<file path="config.mk">
export PLATFORM = sky130hd
export DESIGN_NAME = spi_loop_top
export DESIGN_NICKNAME = d
export VERILOG_FILES = /design/src/design/spi_loop_pkg.sv /design/src/design/spi_loop_top.sv /design/src/design/loopback_checker.sv /design/src/design/transfer_sequencer.sv /design/src/design/spi_master.sv
export SDC_FILE = /design/constraint.sdc
export NUM_CORES = 1
export LEC_CHECK = 0
export BUFFER_PORTS_ARGS = -buffer_cell sky130_fd_sc_hd__buf_4
export CAP_MARGIN = 20
export CORE_ASPECT_RATIO = 1.1
export CORE_MARGIN = 2
export CORE_UTILIZATION = 60
export CTS_CLUSTER_SIZE = 30
export DETAILED_ROUTE_END_ITERATION = 10
export PLACE_DENSITY = 0.77
export SLEW_MARGIN = 15
export SYNTH_ARGS = -nofsm -noshare
export SYNTH_HDL_FRONTEND = slang
export SYNTH_SLANG_ARGS = --single-unit
</file>
<file path="constraint.sdc">
create_clock -name clk -period 2.6 [get_ports clk]
set_clock_uncertainty 0.2 [all_clocks]
set_input_delay 0 -clock clk [delete_from_list [all_inputs] [get_ports clk]]
set_output_delay 0 -clock clk [all_outputs]
set_load 0.02 [all_outputs]
</file>
<file path="src/design/spi_loop_pkg.sv">
package spi_loop_pkg;

    // Bits in one SPI transfer
    localparam int WORD_BITS = 16;

    // clk cycles per half SCLK period
    localparam int SCLK_HALF = 4;

    // Power-up hold-off after reset, in clk cycles
    localparam int START_DELAY = 480;

    // Transmit pattern: first word, then one step per transfer
    localparam logic [WORD_BITS-1:0] TX_SEED = WORD_BITS'(25);
    localparam logic [WORD_BITS-1:0] TX_STEP = WORD_BITS'(1);

    // Board LEDs are active low
    localparam logic LED_ON = 1'b0;
    localparam logic LED_OFF = 1'b1;

    // Low received bits shown on pins
    localparam int RX_PINS = 6;

endpackage
</file>
<file path="src/design/spi_loop_top.sv">
module spi_loop_top (
    input  logic                             clk,
    input  logic                             rst,
    input  logic                             miso,
    output logic                             sclk,
    output logic                             mosi,
    output logic                             cs,
    output logic                             led_red,
    output logic                             led_green,
    output logic                             led_blue,
    output logic                             error,
    output logic [spi_loop_pkg::RX_PINS-1:0] rx_pins
);
    import spi_loop_pkg::*;

    logic                 start;
    logic                 busy;
    logic                 done;
    logic                 running;
    logic [WORD_BITS-1:0] tx_word;
    logic [WORD_BITS-1:0] rx_word;

    // Generates the word stream and the start requests
    transfer_sequencer u_sequencer (
        .clk     (clk),
        .rst     (rst),
        .busy    (busy),
        .done    (done),
        .start   (start),
        .tx_word (tx_word),
        .running (running)
    );

    spi_master u_master (
        .clk     (clk),
        .rst     (rst),
        .start   (start),
        .tx_word (tx_word),
        .miso    (miso),
        .busy    (busy),
        .done    (done),
        .rx_word (rx_word),
        .sclk    (sclk),
        .mosi    (mosi),
        .cs      (cs)
    );

    // Status outputs for the board
    loopback_checker u_checker (
        .clk       (clk),
        .rst       (rst),
        .running   (running),
        .done      (done),
        .tx_word   (tx_word),
        .rx_word   (rx_word),
        .error     (error),
        .led_red   (led_red),
        .led_green (led_green),
        .led_blue  (led_blue),
        .rx_pins   (rx_pins)
    );

endmodule

</file>
<file path="src/design/loopback_checker.sv">
module loopback_checker (
    input  logic                               clk,
    input  logic                               rst,
    input  logic                               running,
    input  logic                               done,
    input  logic [spi_loop_pkg::WORD_BITS-1:0] tx_word,
    input  logic [spi_loop_pkg::WORD_BITS-1:0] rx_word,
    output logic                               error,
    output logic                               led_red,
    output logic                               led_green,
    output logic                               led_blue,
    output logic [spi_loop_pkg::RX_PINS-1:0]   rx_pins
);
    import spi_loop_pkg::*;

    // At least one transfer came back intact
    logic good_seen;

    always_ff @(posedge clk) begin
        if (rst) begin
            error <= 1'b0;
            good_seen <= 1'b0;
            rx_pins <= '0;
        end else if (done) begin
            rx_pins <= rx_word[RX_PINS-1:0];
            if (rx_word != tx_word) begin
                // Sticky until the next reset
                error <= 1'b1;
            end else begin
                good_seen <= 1'b1;
            end
        end
    end

    assign led_blue = running ? LED_ON : LED_OFF;
    assign led_red = error ? LED_ON : LED_OFF;

    // Green goes dark again once any error shows up
    assign led_green = (good_seen && !error) ? LED_ON : LED_OFF;

endmodule

</file>
<file path="src/design/transfer_sequencer.sv">
module transfer_sequencer (
    input  logic                               clk,
    input  logic                               rst,
    input  logic                               busy,
    input  logic                               done,
    output logic                               start,
    output logic [spi_loop_pkg::WORD_BITS-1:0] tx_word,
    output logic                               running
);
    import spi_loop_pkg::*;

    localparam int DELAY_W = (START_DELAY > 1) ? $clog2(START_DELAY) : 1;
    localparam logic [DELAY_W-1:0] DELAY_LAST = DELAY_W'(START_DELAY - 1);

    typedef enum logic [1:0] {
        ST_HOLD,
        ST_REQUEST,
        ST_WAIT,
        ST_ADVANCE
    } seq_state_t;

    seq_state_t         state;
    logic [DELAY_W-1:0] delay_cnt;

    always_ff @(posedge clk) begin
        if (rst) begin
            state <= ST_HOLD;
            delay_cnt <= '0;
            start <= 1'b0;
            running <= 1'b0;
            tx_word <= TX_SEED;
        end else begin
            case (state)
                ST_HOLD: begin
                    // Power-up delay before the first transfer
                    if (delay_cnt == DELAY_LAST) begin
                        state <= ST_REQUEST;
                        start <= 1'b1;
                        running <= 1'b1;
                    end else begin
                        delay_cnt <= delay_cnt + DELAY_W'(1);
                    end
                end

                ST_REQUEST: begin
                    // Master has taken the word
                    if (busy) begin
                        start <= 1'b0;
                        state <= ST_WAIT;
                    end
                end

                ST_WAIT: begin
                    // tx_word stays put until done, the checker compares against it
                    if (done) begin
                        tx_word <= tx_word + TX_STEP;
                        state <= ST_ADVANCE;
                    end
                end

                ST_ADVANCE: begin
                    // One idle cycle keeps cs high between frames
                    start <= 1'b1;
                    state <= ST_REQUEST;
                end

                default: begin
                    state <= ST_HOLD;
                    start <= 1'b0;
                end
            endcase
        end
    end

endmodule

</file>
<file path="src/design/spi_master.sv">
module spi_master (
    input  logic                               clk,
    input  logic                               rst,
    input  logic                               start,
    input  logic [spi_loop_pkg::WORD_BITS-1:0] tx_word,
    input  logic                               miso,
    output logic                               busy,
    output logic                               done,
    output logic [spi_loop_pkg::WORD_BITS-1:0] rx_word,
    output logic                               sclk,
    output logic                               mosi,
    output logic                               cs
);
    import spi_loop_pkg::*;

    localparam int HALF_W = (SCLK_HALF > 1) ? $clog2(SCLK_HALF) : 1;
    localparam int BIT_W = (WORD_BITS > 1) ? $clog2(WORD_BITS) : 1;
    localparam logic [HALF_W-1:0] HALF_LAST = HALF_W'(SCLK_HALF - 1);
    localparam logic [BIT_W-1:0] BIT_LAST = BIT_W'(WORD_BITS - 1);

    logic [HALF_W-1:0]    half_cnt;
    logic [BIT_W-1:0]     bit_cnt;
    logic [WORD_BITS-1:0] tx_shift;
    logic [WORD_BITS-1:0] rx_shift;

    logic accept;
    logic edge_tick;
    logic sclk_rise;
    logic sclk_fall;
    logic last_fall;

    // A request is only taken while idle
    assign accept = start && !busy;

    // End of a half period, the done cycle itself is excluded
    assign edge_tick = busy && !done && (half_cnt == HALF_LAST);
    assign sclk_rise = edge_tick && !sclk;
    assign sclk_fall = edge_tick && sclk;
    assign last_fall = sclk_fall && (bit_cnt == BIT_LAST);

    // MSB first, held low while deselected
    assign mosi = tx_shift[WORD_BITS-1] & ~cs;

    // Control path
    always_ff @(posedge clk) begin
        if (rst) begin
            busy <= 1'b0;
            done <= 1'b0;
            cs <= 1'b1;
            sclk <= 1'b0;
            half_cnt <= '0;
            bit_cnt <= '0;
        end else if (accept) begin
            busy <= 1'b1;
            cs <= 1'b0;
            half_cnt <= '0;
            bit_cnt <= '0;
        end else if (done) begin
            // busy drops the cycle after the done pulse
            busy <= 1'b0;
            done <= 1'b0;
        end else if (edge_tick) begin
            half_cnt <= '0;
            sclk <= ~sclk;
            if (last_fall) begin
                cs <= 1'b1;
                done <= 1'b1;
            end else if (sclk_fall) begin
                bit_cnt <= bit_cnt + BIT_W'(1);
            end
        end else if (busy) begin
            half_cnt <= half_cnt + HALF_W'(1);
        end
    end

    // Data path
    always_ff @(posedge clk) begin
        if (accept) begin
            tx_shift <= tx_word;
        end else if (sclk_fall) begin
            // Next bit goes out while SCLK is low
            tx_shift <= {tx_shift[WORD_BITS-2:0], 1'b0};
        end

        if (sclk_rise) begin
            rx_shift <= {rx_shift[WORD_BITS-2:0], miso};
        end

        // Last bit was sampled on the preceding rising edge
        if (last_fall) begin
            rx_word <= rx_shift;
        end
    end

endmodule

</file>
# ---- Word level (Yosys, flattened, before mapping)
# Cells that the tools add are included.
# Widths: inputs -> output; s select.
dict set report op_classes {
  n_addsub 4
  eq_ne 11
  n_mux 23
  bitwise 8
  n_reduce_logical 30
}
# cell count
set ops {}
lappend ops {{$mux 16} 2}
lappend ops {{$add 16x1->16 const B} 1}
lappend ops {{$ne 16x16->1} 1}
lappend ops {{$mux 1} 14}
lappend ops {{$reduce_and 2->1} 6}
lappend ops {{$reduce_and 3->1} 4}
lappend ops {{$mux 2} 5}
lappend ops {{$reduce_bool 2->1} 5}
lappend ops {{$add 9x1->9 const B} 1}
lappend ops {{$eq 9x9->1 const B} 1}
lappend ops {{$pmux 2 s4} 1}
lappend ops {{$logic_and 1x1->1} 7}
lappend ops {{$not 1->1} 7}
lappend ops {{$eq 2x2->1 const B} 3}
lappend ops {{$ne 2x1->1 const B} 3}
lappend ops {{$add 4x1->4 const B} 1}
lappend ops {{$eq 4x4->1 const B} 1}
lappend ops {{$logic_not 1->1} 4}
lappend ops {{$reduce_and 4->1} 1}
lappend ops {{$pmux 1 s3} 1}
lappend ops {{$reduce_bool 3->1} 1}
lappend ops {{$add 2x1->2 const B} 1}
lappend ops {{$eq 2x1->1 const B} 1}
lappend ops {{$logic_not 2->1} 1}
lappend ops {{3 further kinds} 3}
dict set report word_totals {
  regBits 95
  inputBits 3
  output_inout_bits 13
  wordCells 93
}

# ---- Depth between registers and ports, before layout
dict set report logic_depth {
  ltp_word 9
  depth_mapped 7
  ltp_nobuf 6
}

# ---- Cells and area by module
# From an unflattened synthesis, not the netlist that was laid out.
dict set report hier_totals {
  cells_unflattened 354
  area_unflattened_um2 3913.8
}
# module instances cells_per_inst area_each_um2 seq_area_each_um2
set modules_own_cells {}
lappend modules_own_cells {spi_master 1 148 2108.3 1641.6}
lappend modules_own_cells {transfer_sequencer 1 155 1336.3 580.6}
lappend modules_own_cells {loopback_checker 1 51 469.2 160.2}

# ---- Worst setup path before layout
# No wires, ideal clock.
dict set report synth_timing {
  path_kind {register to register}
  start {register u_master.busy}
  end {register u_master.rx_shift[0], enable pin}
  setup_ps 388
  t_arrival_ps 1545
  required_ps 2012
  setup_slack_ps 466
  path_stages_with_launch 5
  path_buffers 1
  synth_period_minus_slack_ps 2134
  path_cell_list {dfxtp_1 clkbuf_1 nor2b_1 nand2_1 nor2_1}
}
dict set report synth_between {
  elab_chain_len 3
}
# element line_no
set synth_lines {}
lappend synth_lines {{from (decl)} spi_master.sv:7} ;# output logic busy,
lappend synth_lines {{from (signal assigned)} spi_master.sv:47} ;# busy <= 1'b0;
lappend synth_lines {{from (signal assigned)} spi_master.sv:54} ;# busy <= 1'b1;
lappend synth_lines {{from (signal assigned)} spi_master.sv:60} ;# busy <= 1'b0;
lappend synth_lines {{$logic_and 1x1->1 (2 in a row)} spi_master.sv:36} ;# assign edge_tick = busy && !done && (half_cnt == HALF_LAST);
lappend synth_lines {{$logic_and 1x1->1} spi_master.sv:37} ;# assign sclk_rise = edge_tick && !sclk;
lappend synth_lines {{net u_master.sclk_rise} spi_master.sv:28} ;# logic sclk_rise;
lappend synth_lines {{to (signal assigned)} spi_master.sv:86} ;# rx_shift <= {rx_shift[WORD_BITS-2:0], miso};
lappend synth_lines {{to (decl)} spi_master.sv:24} ;# logic [WORD_BITS-1:0] rx_shift;
# The timed path passes the listed nets, and every way through them passes these cells.
# A chain may end at the register's enable or synchronous reset.

# ---- Worst setup path in the final report
dict set report layout_timing {
  start {register u_sequencer.state[0]}
  end {register u_sequencer.tx_word[12] (netlist bit)}
}
dict set report layout_between {
  elab_chain_len 2
}
# element line_no
set layout_lines {}
lappend layout_lines {{from (decl)} transfer_sequencer.sv:22} ;# seq_state_t state;
lappend layout_lines {{from (signal assigned)} transfer_sequencer.sv:27} ;# state <= ST_HOLD;
lappend layout_lines {{from (signal assigned)} transfer_sequencer.sv:37} ;# state <= ST_REQUEST;
lappend layout_lines {{from (signal assigned)} transfer_sequencer.sv:49} ;# state <= ST_WAIT;
lappend layout_lines {{$eq 2x2->1} transfer_sequencer.sv:33} ;# case (state)
lappend layout_lines {{$reduce_and 2->1 (no line)} -}
lappend layout_lines {{to (signal assigned)} transfer_sequencer.sv:56} ;# tx_word <= tx_word + TX_STEP;
lappend layout_lines {{to (decl)} transfer_sequencer.sv:7} ;# output logic [spi_loop_pkg::WORD_BITS-1:0] tx_word,
# Every way passes these cells.

==> flow_summary_export.csv <==
group,metric,value,unit
run_status,outcome,"finished clean",
clock_network,cts_made_buffers,9,
layout,commonest_cells_after_routing_fill_and_taps_aside,"sky130_fd_sc_hd__nand2_1, sky130_fd_sc_hd__edfxtp_1, sky130_fd_sc_hd__dfxtp_1",
yosys,postSynthAreaPerCell,10.9,um^2
global_routing,grt_util_all_layers,21.6,%
layout,final_area,4380,um^2
clock_network,ctsHtreeMaxLevel,3,
place,detail_placement_hpwl,4670,um
route,detailedRoute.firstIterationViolations,171,
global_routing,grt_pass1_vias,2475,
power,combPwrFrac,12.1,%
flow_run,cap_violations,0,
route,drt_first_pass_iters,5,
yosys,synth_simple_gate_area_share,17.9,%
power,p_sw_share,24.9,%
hold_path,min_path_type,"in -> reg",
floorplan,die_x,81.5,um
route,vias,2626,
power,cell_internal_power,2410,uW
route,vias_per_cell,5.62,
sta,setup-tns-final,0,ps
power,relative_contribution_of_the_clock_network_to_total_power,32.1,%
power,static-leakage-power,0.00153,uW
layout,multiInputGateArea,1450,um^2
floorplan,ios,16,
sta,final-hold-violation-count,0,
yosys,yosys_register_bits,95,
layout,layout.area.seq,2380,um^2
sta,pin_slew_with_the_least_headroom_to_its_limit,504,ps
yosys,synthMuxAreaShare,2.05,%
power,vdd_drop_max,0.574,mV
route,drc,0,
clock_network,post_cts_buffers,0,
clock_network,clock_latency,360,ps
sta,final-max-slew-violation-count,0,
layout,layout.nets,391,
floorplan,starting_utilization_of_the_core_area,61.2,%
hold_path,hold_depth,2,
clock_network,cts.clk_slew.worst_paths,90,ps
sta,rsz_0062_raised_after_global_routing,"false",
layout,final_common_cell,"sky130_fd_sc_hd__nand2_1",
clock_network,clkSinkCount,95,
layout,antenna_cells,0,
yosys,synth_fa_ha_area_share,2.53,%
yosys,synthXorXnorAreaFrac,6.85,%
floorplan,core_area,6480,um^2
critical_path,critical_path_peak_fanout,6,
yosys,syn-instance-count,364,
sta,final.setup.worst_slack,519,ps
place,gp_congestion,0.829,
sta,period_needed,2080,ps
global_routing,wire_length_of_the_first_global_routing_pass,11700,um
route,route.final.wire_length,7030,um
critical_path,critical-path-slowest-cell,"sky130_fd_sc_hd__or4_1",
sta,timing.final.crit_share,80.1,%
place,placement.setup.worst_slack,590,ps
place,io_buffer_count,15,
yosys,mappedNetlistArea,3960,um^2
global_routing,grt_antenna_before_repair,0,
power,seq_power_share,55.8,%
global_routing,grt_overflow,0,
layout,area_delta_synth_final,10.5,%
global_routing,grt_start_max_net_pins,44,
layout,layout.filler_cells,490,
critical_path,crit_path_cell_trace,"inv_1 -> ha_1 -> and4_1 -> nand2_1 -> or4_1 -> a21oi_1",
floorplan,die-height,89.2,um
critical_path,critical_path.max_stage_delay,440,ps
yosys,main_combinational_cell_family_by_area_after_synthesis,"simple AND/OR/NAND/NOR gates",
critical_path,start_kind,"register",
sta,fmax,0.480,GHz
yosys,ys_warn_count,0,
critical_path,cp.required,2690,ps
critical_path,worstSetupEndpointType,"register",
clock_network,cts.root.buffer_cell,"sky130_fd_sc_hd__clkbuf_8",
yosys,synthDistinctLibCells,48,
critical_path,worst_reg_to_reg_path_cell_count,6,
power,pwr_density_cell,734,nW/um^2
place,dpl-instance-area,4140,um^2
yosys,synth_compound_gate_area_share,7.20,%
layout,final_layout_size_suffix_gt1_share,10.6,%
yosys,syn_nets,375,
power,p_sw,800,uW
critical_path,worst-endpoint-arrival,2170,ps
floorplan,floorplan.die_area,7270,um^2
sta,relSlewSlack,66.1,%
clock_network,cts_tree,"done",
yosys,synth_sequential_area_ratio,60.1,%
route,antenna_left,0,
critical_path,crit_type,"reg -> reg",
route,drt-wirelength-per-cell,15.1,um
clock_network,cts.path.max_buffers,2,
floorplan,core.rowCount,31,
sta,setup-violations-final,0,
==> registers in the layout, summed over array words and instances, names as in the netlist, 2 cells and up <==
name / cells
u_sequencer.delay_cnt: 9
u_sequencer.tx_word: 16
u_sequencer.state: 2
u_master.bit_cnt: 4
u_master.rx_shift: 16
u_checker.rx_pins: 6
u_master.rx_word: 16
u_master.tx_shift: 16
u_master.half_cnt: 2
==> critical path, delay by kind of cell, from the launching register on <==
kind | cells | cell delay [ps]
AOI/OAI and AO/OA | 1 | 150
adders and majority gates | 1 | 270
buffers and inverters | 1 | 130
DFF | 1 | 330
and+or+nand+nor | 3 | 940
==> cell families after synthesis <==
kind of cell    count (synthesis)
compound gates                 46
xor+xnor                       31
fa+ha+maj                       8
buf+inv                        32
flops                          95
mux                             8
simple gates                  144
==> stage by stage <==
stage	instances	util (%)	hold WS, ps	power (uW)
after floorplan	364	-	-101	2100
after global placement	449	64.0	-19.9	2200
after detailed placement	449	64.0	-18.9	2220
after CTS	467	67.6	169	3250
after global routing	467	67.6	175	3380
final	467	67.6	183	3210
==> final timing paths <==
path / from / end / slack [ps]
setup reg to reg: u_sequencer.state[0]$_SDFFE_PP0P_ / u_sequencer.tx_word[12]$_SDFFE_PP0P_ / 520
hold reg to reg: u_master.rx_shift[15]$_DFFE_PP_ / u_master.rx_word[15]$_DFFE_PP_ / 240
hold / removal: miso / u_master.rx_shift[0]$_DFFE_PP_ / 180
setup / recovery: u_sequencer.state[0]$_SDFFE_PP0P_ / u_sequencer.tx_word[12]$_SDFFE_PP0P_ / 520
==> power by group through the flow <==
stage                     logic [uW]  registers (uW)  clock network (uW)
after floorplan                  293            1810                   0
after global placement           373            1820                   0
after detailed placement         391            1830                   0
after CTS                        395            1790                1060
after global routing             447            1810                1120
final                            390            1790                1030
==> synth_stat cells, drive strengths merged <==
cell | count | area share (%)
nand2 | 59 | 5.6
edfxtp | 48 | 36
dfxtp | 47 | 24
nor2 | 23 | 2.2
xnor2 | 21 | 4.6
a21oi | 17 | 2.1
clkbuf | 13 | 1.3
inv | 13 | 1.2
nand3 | 12 | 1.8
o21ai | 12 | 1.6
nor3 | 10 | 1.3
xor2 | 10 | 2.2
ha | 8 | 2.5
nand4 | 8 | 1.3
mux2i | 7 | 1.8
or3 | 6 | 0.95
buf | 5 | 0.66
and3 | 4 | 0.63
nor2b | 4 | 0.63
nand2b | 3 | 0.47
nand4b | 3 | 0.66
o21a | 3 | 0.57
o31ai | 3 | 0.57
o41ai | 3 | 0.66
or4 | 3 | 0.57
and2 | 2 | 0.35
and4 | 2 | 0.51
o211ai | 2 | 0.38
a22o | 1 | 0.22
a22oi | 1 | 0.19
a311oi | 1 | 0.22
a31o | 1 | 0.22
a41o | 1 | 0.25
and4b | 1 | 0.25
clkinv | 1 | 0.095
mux2 | 1 | 0.28
nand4bb | 1 | 0.28
nor3b | 1 | 0.19
nor4 | 1 | 0.16
o22ai | 1 | 0.16
or2 | 1 | 0.16
==> routing by layer <==
| layer | vias up | global-route usage, % | share of wire [%] |
|---|---|---|---|
| met1 | 1268 | 29.8 | 48 |
| met2 | 47 | 33.6 | 47 |
| met5 | - | 0 | 0 |
| li1 | 1305 | - | - |
| met3 | 6 | 5.45 | 3.7 |
| met4 | 0 | 7.40 | 1.1 |
==> layout make-up <==
cell class	instances	area share, %
inverters	14	1.20
flip-flops and latches	95	54.4
repair buffers	23	4.06
multi-input cells	237	33.1
well taps	82	2.34
clock buffers	10	2.92
clock inverters	6	1.94
==> timing repair <==
| item | CTS | global route |
|---|---|---|
| hold buffers | 2 | 0 |
| gates resized for setup | 0 | 0 |
| endpoints found under the hold margin | 39 | 0 |
(Power assumes the default switching activity.)
